--- src/source/mult_macros.svh ---
`ifndef MULT_MACROS_SVH
`define MULT_MACROS_SVH

// number of partial-product stages in the array
// it has to divide 64 evenly, so 2, 4 and 8 are the sensible choices
`define MULT_NUM_STAGE 8

// width of the destination tag that rides along with every multiply
`define MULT_TAG_WIDTH 6

`endif

--- src/source/mult_pkg.sv ---
`include "mult_macros.svh"

package mult_pkg;

	// the five multiply flavours of the execution pipeline
	typedef enum logic [2:0] {
		op_mul    = 3'd0,
		op_mulh   = 3'd1,
		op_mulhsu = 3'd2,
		op_mulhu  = 3'd3,
		op_mulw   = 3'd4
	} mult_op_e;

	// one request as it comes in from the issue side
	typedef struct packed {
		mult_op_e                   op;
		logic [`MULT_TAG_WIDTH-1:0] tag;
		logic [63:0]                mcand;
		logic [63:0]                mplier;
	} mult_req_t;

	// control that travels next to the data through every stage
	// negate tells the result stage to flip the sign of the magnitude
	typedef struct packed {
		mult_op_e                   op;
		logic [`MULT_TAG_WIDTH-1:0] tag;
		logic                       negate;
	} mult_ctrl_t;

	// running state handed from one partial-product stage to the next
	// the multiplicand is kept 128 bits wide since it moves left every stage
	typedef struct packed {
		logic [127:0] product;
		logic [127:0] mcand;
		logic [63:0]  mplier;
	} mult_flow_t;

	// what leaves the unit toward writeback
	typedef struct packed {
		logic [`MULT_TAG_WIDTH-1:0] tag;
		logic [63:0]                result;
	} mult_resp_t;

endpackage

--- src/source/mult_operand_stage.sv ---
module mult_operand_stage (
	input  logic                clock,
	input  logic                reset,
	input  logic                start,
	input  mult_pkg::mult_req_t request,
	output logic                done,
	output mult_pkg::mult_ctrl_t ctrl,
	output mult_pkg::mult_flow_t flow
);

	logic [63:0] mcand_ext;
	logic [63:0] mplier_ext;
	logic        mcand_signed;
	logic        mplier_signed;
	logic        mcand_neg;
	logic        mplier_neg;
	logic [63:0] mcand_mag;
	logic [63:0] mplier_mag;

	// word multiplies only look at the low halves, sign-extended
	// the upper operand bits are thrown away here
	always_comb begin
		if (request.op == mult_pkg::op_mulw) begin
			mcand_ext  = {{32{request.mcand[31]}}, request.mcand[31:0]};
			mplier_ext = {{32{request.mplier[31]}}, request.mplier[31:0]};
		end else begin
			mcand_ext  = request.mcand;
			mplier_ext = request.mplier;
		end
	end

	// plain mul is done unsigned because the low half does not depend on sign
	// mulhsu treats only the multiplicand as signed
	assign mcand_signed  = (request.op == mult_pkg::op_mulh) ||
	                       (request.op == mult_pkg::op_mulhsu) ||
	                       (request.op == mult_pkg::op_mulw);
	assign mplier_signed = (request.op == mult_pkg::op_mulh) ||
	                       (request.op == mult_pkg::op_mulw);

	assign mcand_neg  = mcand_signed & mcand_ext[63];
	assign mplier_neg = mplier_signed & mplier_ext[63];

	// absolute values, the most negative number maps to 2**63 which still
	// fits as an unsigned magnitude
	assign mcand_mag  = mcand_neg ? (~mcand_ext + 64'd1) : mcand_ext;
	assign mplier_mag = mplier_neg ? (~mplier_ext + 64'd1) : mplier_ext;

	// payload is loaded every cycle, valid or not
	always_ff @(posedge clock) begin
		ctrl.op      <= request.op;
		ctrl.tag     <= request.tag;
		ctrl.negate  <= mcand_neg ^ mplier_neg;
		flow.product <= 128'd0;
		flow.mcand   <= {64'd0, mcand_mag};
		flow.mplier  <= mplier_mag;
	end

	always_ff @(posedge clock) begin
		if (reset) begin
			done <= 1'b0;
		end else begin
			done <= start;
		end
	end

	// nothing may leave this stage in the cycle right after a reset
	done_low_after_reset: assert property (
		@(posedge clock) reset |=> !done
	);

endmodule

--- config.mk ---
export PLATFORM = sky130hd
export DESIGN_NAME = mult_operand_stage
export DESIGN_NICKNAME = d
export VERILOG_FILES = /design/src/source/mult_pkg.sv /design/src/source/mult_operand_stage.sv
export VERILOG_INCLUDE_DIRS = /design/src /design/src/source
export SDC_FILE = /design/constraint.sdc
export NUM_CORES = 1
export LEC_CHECK = 0
export BUFFER_PORTS_ARGS = -buffer_cell sky130_fd_sc_hd__buf_2
export CAP_MARGIN = 20
export CORE_AREA = 2 2 184 186
export CTS_BUF_LIST = sky130_fd_sc_hd__clkbuf_4 sky130_fd_sc_hd__clkbuf_8
export DETAILED_ROUTE_END_ITERATION = 7
export DIE_AREA = 0 0 186 188
export HOLD_SLACK_MARGIN = 0.1
export PLACE_DENSITY_LB_ADDON = 0.12
export SYNTH_ARGS = -nofsm -noshare
export SYNTH_HDL_FRONTEND = slang
export SYNTH_SLANG_ARGS = --single-unit
--- constraint.sdc ---
create_clock -name clock -period 4.3 [get_ports clock]
set_input_delay 0 -clock clock [delete_from_list [all_inputs] [get_ports clock]]
set_output_delay 0 -clock clock [all_outputs]
set_load 0.05 [all_outputs]
==> results.toml, run 1 <==
[setup_path]
crit_path_start_kind = "input port"
end_kind = "register"
critPathRequiredTime_ps = 4670
worstPathMaxFanout = 16
arrival_ps = 3760
path_class = "input port to register"

[synthesis]
syn-cell-area_um2 = 8100
async_flop_share_pct = 0
ys_types = 59
postSynthRegisterBits = 139
synth_top_area_cell = "dfxtp_1"
synth_edf_count = 0
yosys-top-cells-area = "dfxtp_1, buf_4, xnor2_1"
synth_ff_type = "dfxtp_1"
syn_avg_cell_area_um2 = 8.46
yosysWarningCount = 0
synth_top_area_share_pct = 34.4
yosysSeqAreaShare_pct = 34.4
syn_inst = 958

[detailed_routing]
drtAntennaViolNets = 0
routed_wl_um = 30800
vias_per_cell = 4.23
wire_per_inst_um = 16.3
drc = 0
drt_pass1_iterations = 5
drtIter0Drc = 337
vias = 8014

[sta]
post-route-period-util_pct = 78.8
grt_setup_unrepaired = "no"
setup_viol = 0
max_freq_mhz = 295
hold_violations = 0
worst_pin_slew_ps = 1020
slew_violations = 0
slew_headroom_pct = 31.6
finalSetupTns_ps = 0
min_period_ps = 3390

[clocking]
h-tree-depth = 4
cts_tree = "yes"
ctsResizeCount = 0
path_clk_slew_ps = 90
cts_root_buf = "clkbuf_8"
cts.sinks = 139
cts_buffers = 17
clockBufferDepth = 2

[power]
seqPwrFrac_pct = 34.7
p_comb_share_pct = 39.5
clock_power_share_pct = 25.8
power.switching_mw = 1.89
ir_worst_vdd_mv = 0.197
p_leak_nw = 5.16
p_int_mw = 2.35
power_density_nw_per_um2 = 363
switching_share_pct = 44.6

[layout]
final_util_pct = 35.3
stdcell_area_um2 = 11700
final_cells = 1893
drive_above_1_share_pct = 23.8
syn_to_final_growth_pct = 44.3
layout.nets = 1572

[grt]
grt_pass1_vias = 7826
overflow = 0
grt_max_degree = 41
antenna_found_initial = 2
grt_pass1_wl_um = 44800
grt_usage_pct = 17.1

[place]
gp_congestion = 0.865
port_buffers = 278
place_hpwl_um = 23300
dpl.cell_count = 1658
place_area_um2 = 9300

[floorplanning]
die-height_um = 188
coreArea_um2 = 33100
num_io_pins = 471
rows = 67
start_util_pct = 24.5
die_area_um2 = 35000
die_x_um = 186

[run]
max_cap_violations = 0

[hold_path]
hold_class = "input port to register"

[run_status]
outcome = "complete, no violations"
## layout by cell type (no fill, tap or decap), drive strengths merged, types with 4 or more instances in the layout
| cell | synthesis | final |
|---|---|---|
| a31oi | 13 | 13 |
| or4 | 18 | 18 |
| conb | 1 | 192 |
| clkinv | 0 | 6 |
| o31ai | 18 | 18 |
| o21ai | 33 | 33 |
| dlygate4sd3 | 0 | 201 |
| and2 | 7 | 7 |
| dfxtp | 139 | 139 |
| nor4b | 4 | 4 |
| nand4 | 11 | 11 |
| xnor2 | 74 | 74 |
| a21o | 5 | 5 |
| or3 | 12 | 12 |
| inv | 10 | 14 |
| nand2 | 33 | 33 |
| nor4 | 21 | 21 |
| nor3 | 37 | 37 |
| o41ai | 13 | 13 |
| nor2 | 87 | 87 |
| and3 | 9 | 9 |
| or2 | 4 | 4 |
| a41oi | 8 | 8 |
| nand3b | 5 | 5 |
| nand3 | 20 | 20 |
| a21oi | 74 | 74 |
| buf | 200 | 289 |
| clkbuf | 28 | 19 |
| xor2 | 40 | 40 |
## routing by layer
layer / vias up / wire length, um / GRT usage [%]
li1: 3905 / - / -
met1: 3743 / 12400 / 19.0
met2: 330 / 15400 / 30.6
met3: 36 / 2470 / 5.57
met4: 0 / 571 / 5.57
met5: - / 0 / 0
## what timing repair did
action,4_1_cts,5_1_grt
hold buffers,201,0
setup buffers,0,0
endpoints found under the hold margin,139,0
## logic make-up (layout without fill, tap and decap cells)
logic type / Yosys count / after routing / synth area share, %
and+or+nand+nor: 284 / 284 / 18.9
buffers and inverters: 238 / 532 / 20.0
AOI/OAI and AO/OA: 176 / 176 / 13.5
DFF: 139 / 139 / 34.4
xor gates and xnor gates: 114 / 114 / 12.3
muxes: 4 / 4 / 0.525
adders and majority gates: 2 / 2 / 0.309
other: 1 / 194 / 0.0463
## cell type report
cell class                      count  area [um^2]
Antenna cell                        2         5.00
Clock buffer                       19          255
Clock inverter                     13          118
Fill cell                        3543        21400
Inverter                           10         37.5
Multi-Input combinational cell    772         4420
Sequential cell                   139         2780
Tap cell                          448          561
Timing Repair Buffer              490         3510
## path summary, 6_finish.rpt
kind,start,endpoint,slack (ps),cells past startpoint
worst max-delay path,request[24],flow[60],910,9
worst min-delay path,request[117],flow[117],120,4
## state kept, by name, indices dropped and copies added (netlist names)
register / count
flow: 128
done: 1
ctrl: 10
## worst max-delay path, stage by stage
cell	delay, ps
dlygate4sd3_1	540
buf_2	130
or4_1	630
or4_1	510
nor4_4	860
a41oi_1	280
xnor2_1	190
dlygate4sd3_1	560
nor2_1	40
## cell usage after synthesis, types with 5 or more instances
| library cell | number |
|---|---|
| and3_1 | 9 |
| a21o_1 | 5 |
| a41oi_1 | 8 |
| nand3b_1 | 5 |
| o31ai_1 | 17 |
| or4_1 | 15 |
| inv_1 | 10 |
| or3_1 | 11 |
| and2_1 | 7 |
| buf_1 | 5 |
| dfxtp_1 | 139 |
| nand2_1 | 33 |
| buf_4 | 192 |
| a31oi_1 | 13 |
| xor2_1 | 40 |
| nor2_1 | 86 |
| nand4_1 | 11 |
| nand3_1 | 20 |
| o21ai_0 | 32 |
| nor4_1 | 19 |
| a21oi_1 | 74 |
| xnor2_1 | 74 |
| nor3_1 | 37 |
| o41ai_1 | 12 |
| clkbuf_1 | 28 |
## metrics by stage
stage | hold slack, ps | total power, mW | worst slack [ps]
floorplan | 27.7 | 2.76 | 2260
global placement | 103 | 2.99 | 1520
detailed placement | 105 | 2.99 | 1540
CTS | 100 | 4.29 | 976
global route | 120 | 4.45 | 700
finish | 122 | 4.24 | 911
## power by group through the flow
stage | combinational [mW] | clock, mW | sequential, mW
floorplan | 0.740 | 0 | 2.02
global placement | 1.49 | 0 | 1.50
detailed placement | 1.48 | 0 | 1.50
CTS | 1.68 | 1.14 | 1.47
global route | 1.77 | 1.19 | 1.49
finish | 1.67 | 1.09 | 1.47
(Power assumes the default switching activity.)
==> inputs of run 2 (changes only) <==
==> constraint.sdc (replaced) <==
create_clock -name clock -period 3.4 [get_ports clock]
set_input_delay 0 -clock clock [delete_from_list [all_inputs] [get_ports clock]]
set_output_delay 0 -clock clock [all_outputs]
set_load 0.05 [all_outputs]
==> results.toml, run 2 (synthesized netlist as in run 1, its figures left out) <==
[run_status]
outcome = "complete, no violations"

[floorplanning]
coreArea_um2 = 33100
die-height_um = 188
start_util_pct = 24.5
die_area_um2 = 35000
die_x_um = 186
num_io_pins = 471
rows = 67

[setup_path]
critPathRequiredTime_ps = 3810
worstPathMaxFanout = 30
path_class = "input port to register"
arrival_ps = 3520
crit_path_start_kind = "input port"
startpoint = "request[135]"
end_kind = "register"

[power]
seqPwrFrac_pct = 34.0
power_density_nw_per_um2 = 468
p_comb_share_pct = 38.2
power.switching_mw = 2.37
switching_share_pct = 43.1
p_int_mw = 3.13
clock_power_share_pct = 27.8
p_leak_nw = 5.20
ir_worst_vdd_mv = 0.233

[sta]
slew_headroom_pct = 47.8
min_period_ps = 3110
slew_violations = 0
setup_ws_ps = 287
post-route-period-util_pct = 91.6
finalSetupTns_ps = 0
setup_viol = 0
grt_setup_unrepaired = "no"
max_freq_mhz = 321
worst_pin_slew_ps = 776
hold_slack_ps = 176
hold_violations = 0

[grt]
grt_usage_pct = 16.8
antenna_found_initial = 1
grt_pass1_wl_um = 44300
grt_pass1_vias = 7822
grt_max_degree = 44
overflow = 0

[clocking]
cts.sinks = 139
h-tree-depth = 4
cts_root_buf = "clkbuf_8"
cts_tree = "yes"
path_clk_slew_ps = 90
cts_buffers = 17
postCtsSetupBuffers = 0
clockBufferDepth = 2

[layout]
drive_above_1_share_pct = 24.3
mostFrequentLayoutCell = "buf_2"
syn_to_final_growth_pct = 45.1
layout_common_cells = "buf_2, dlygate4sd3_1, conb_1"
fill_cells = 3536
final_cells = 1896
layout.nets = 1576
largestRegisters = "flow (128), ctrl (10), done (1)"
multiInputGateArea_um2 = 4430
top_register = "flow"
seq_area_um2 = 2780
largest_reg_flops = 128

[detailed_routing]
drt_pass1_iterations = 5
drt-met1-wl_um = 12200
maxUsedRoutingLayer = "met4"
vias_per_cell = 4.24
dr_wl_met2_um = 15200
routed_wl_um = 30500
drtIter0Drc = 394
wire_per_inst_um = 16.1
met3_length_um = 2570
vias = 8043
drc = 0
drtAntennaViolNets = 0

[place]
port_buffers = 278
place_hpwl_um = 23200
dpl.cell_count = 1664
detailedPlace.worstSlack_ps = 820
gp_congestion = 0.879

[hold_path]
hold_class = "input port to register"
hp-start = "request[133]"

[run]
max_cap_violations = 0
run 2: cell count changes in the layout (fill, tap and decap cells not counted), sizes merged, moves of 2 or more:
| cell | before | now |
|---|---|---|
| dlygate4sd3 | 201 | 199 |
| clkinv | 6 | 4 |
| inv | 14 | 12 |
| buf | 289 | 295 |
| bufinv | 1 | 3 |
run 2: power by group through the flow:
stage | sequential [mW] | clock, mW | combinational (mW)
after floorplan | 2.55 | 0 | 0.936
after global placement | 1.91 | 0 | 1.87
after detailed placement | 1.90 | 0 | 1.87
after CTS | 1.87 | 1.60 | 2.11
after global routing | 1.89 | 1.66 | 2.22
final | 1.87 | 1.53 | 2.10
run 2: layout make-up:
| type | instances | share of cell area [%] |
|---|---|---|
| multi-input cells | 772 | 37.7 |
| well taps | 448 | 4.77 |
| clock inverters | 12 | 1.41 |
| repair buffers | 494 | 29.9 |
| clock buffers | 20 | 2.24 |
| diodes | 1 | 0.0213 |
| flip-flops and latches | 139 | 23.7 |
| inverters | 10 | 0.319 |
run 2: worst paths after layout:
kind	end	depth (start not counted)	slack (ps)
setup / recovery	flow[63]	9	290
hold / removal	ctrl[6]	2	180
run 2: per-stage QoR:
step           power [mW]  instance area, um^2  utilization [%]
6_report             5.49                11800             35.5
5_1_grt              5.77                11800             35.5
4_1_cts              5.58                11700             35.5
3_5_place_dp         3.77                 9320             28.2
3_3_place_gp         3.78                 9320             28.2
2_1_floorplan        3.48                 8820                -
run 2: timing repair:
| action | CTS | global route |
|---|---|---|
| hold endpoints to repair | 139 | 0 |
| hold buffers | 199 | 0 |
| setup endpoints to repair | 0 | 1 |
| gates resized for setup | 0 | 1 |
run 2: layer usage:
layer	global-route usage, %	vias to the layer above
met2	30.4	358
met3	4.68	31
met5	0	-
met1	18.9	3745
li1	-	3909
met4	4.88	0
run 2: critical path, stage by stage:
cell,delay [ps]
dlygate4sd3_1,530
buf_2,240
or3b_2,640
nand3b_1,260
o21ai_0,630
nand2_1,160
o41ai_1,340
and2_1,180
dlygate4sd3_1,530
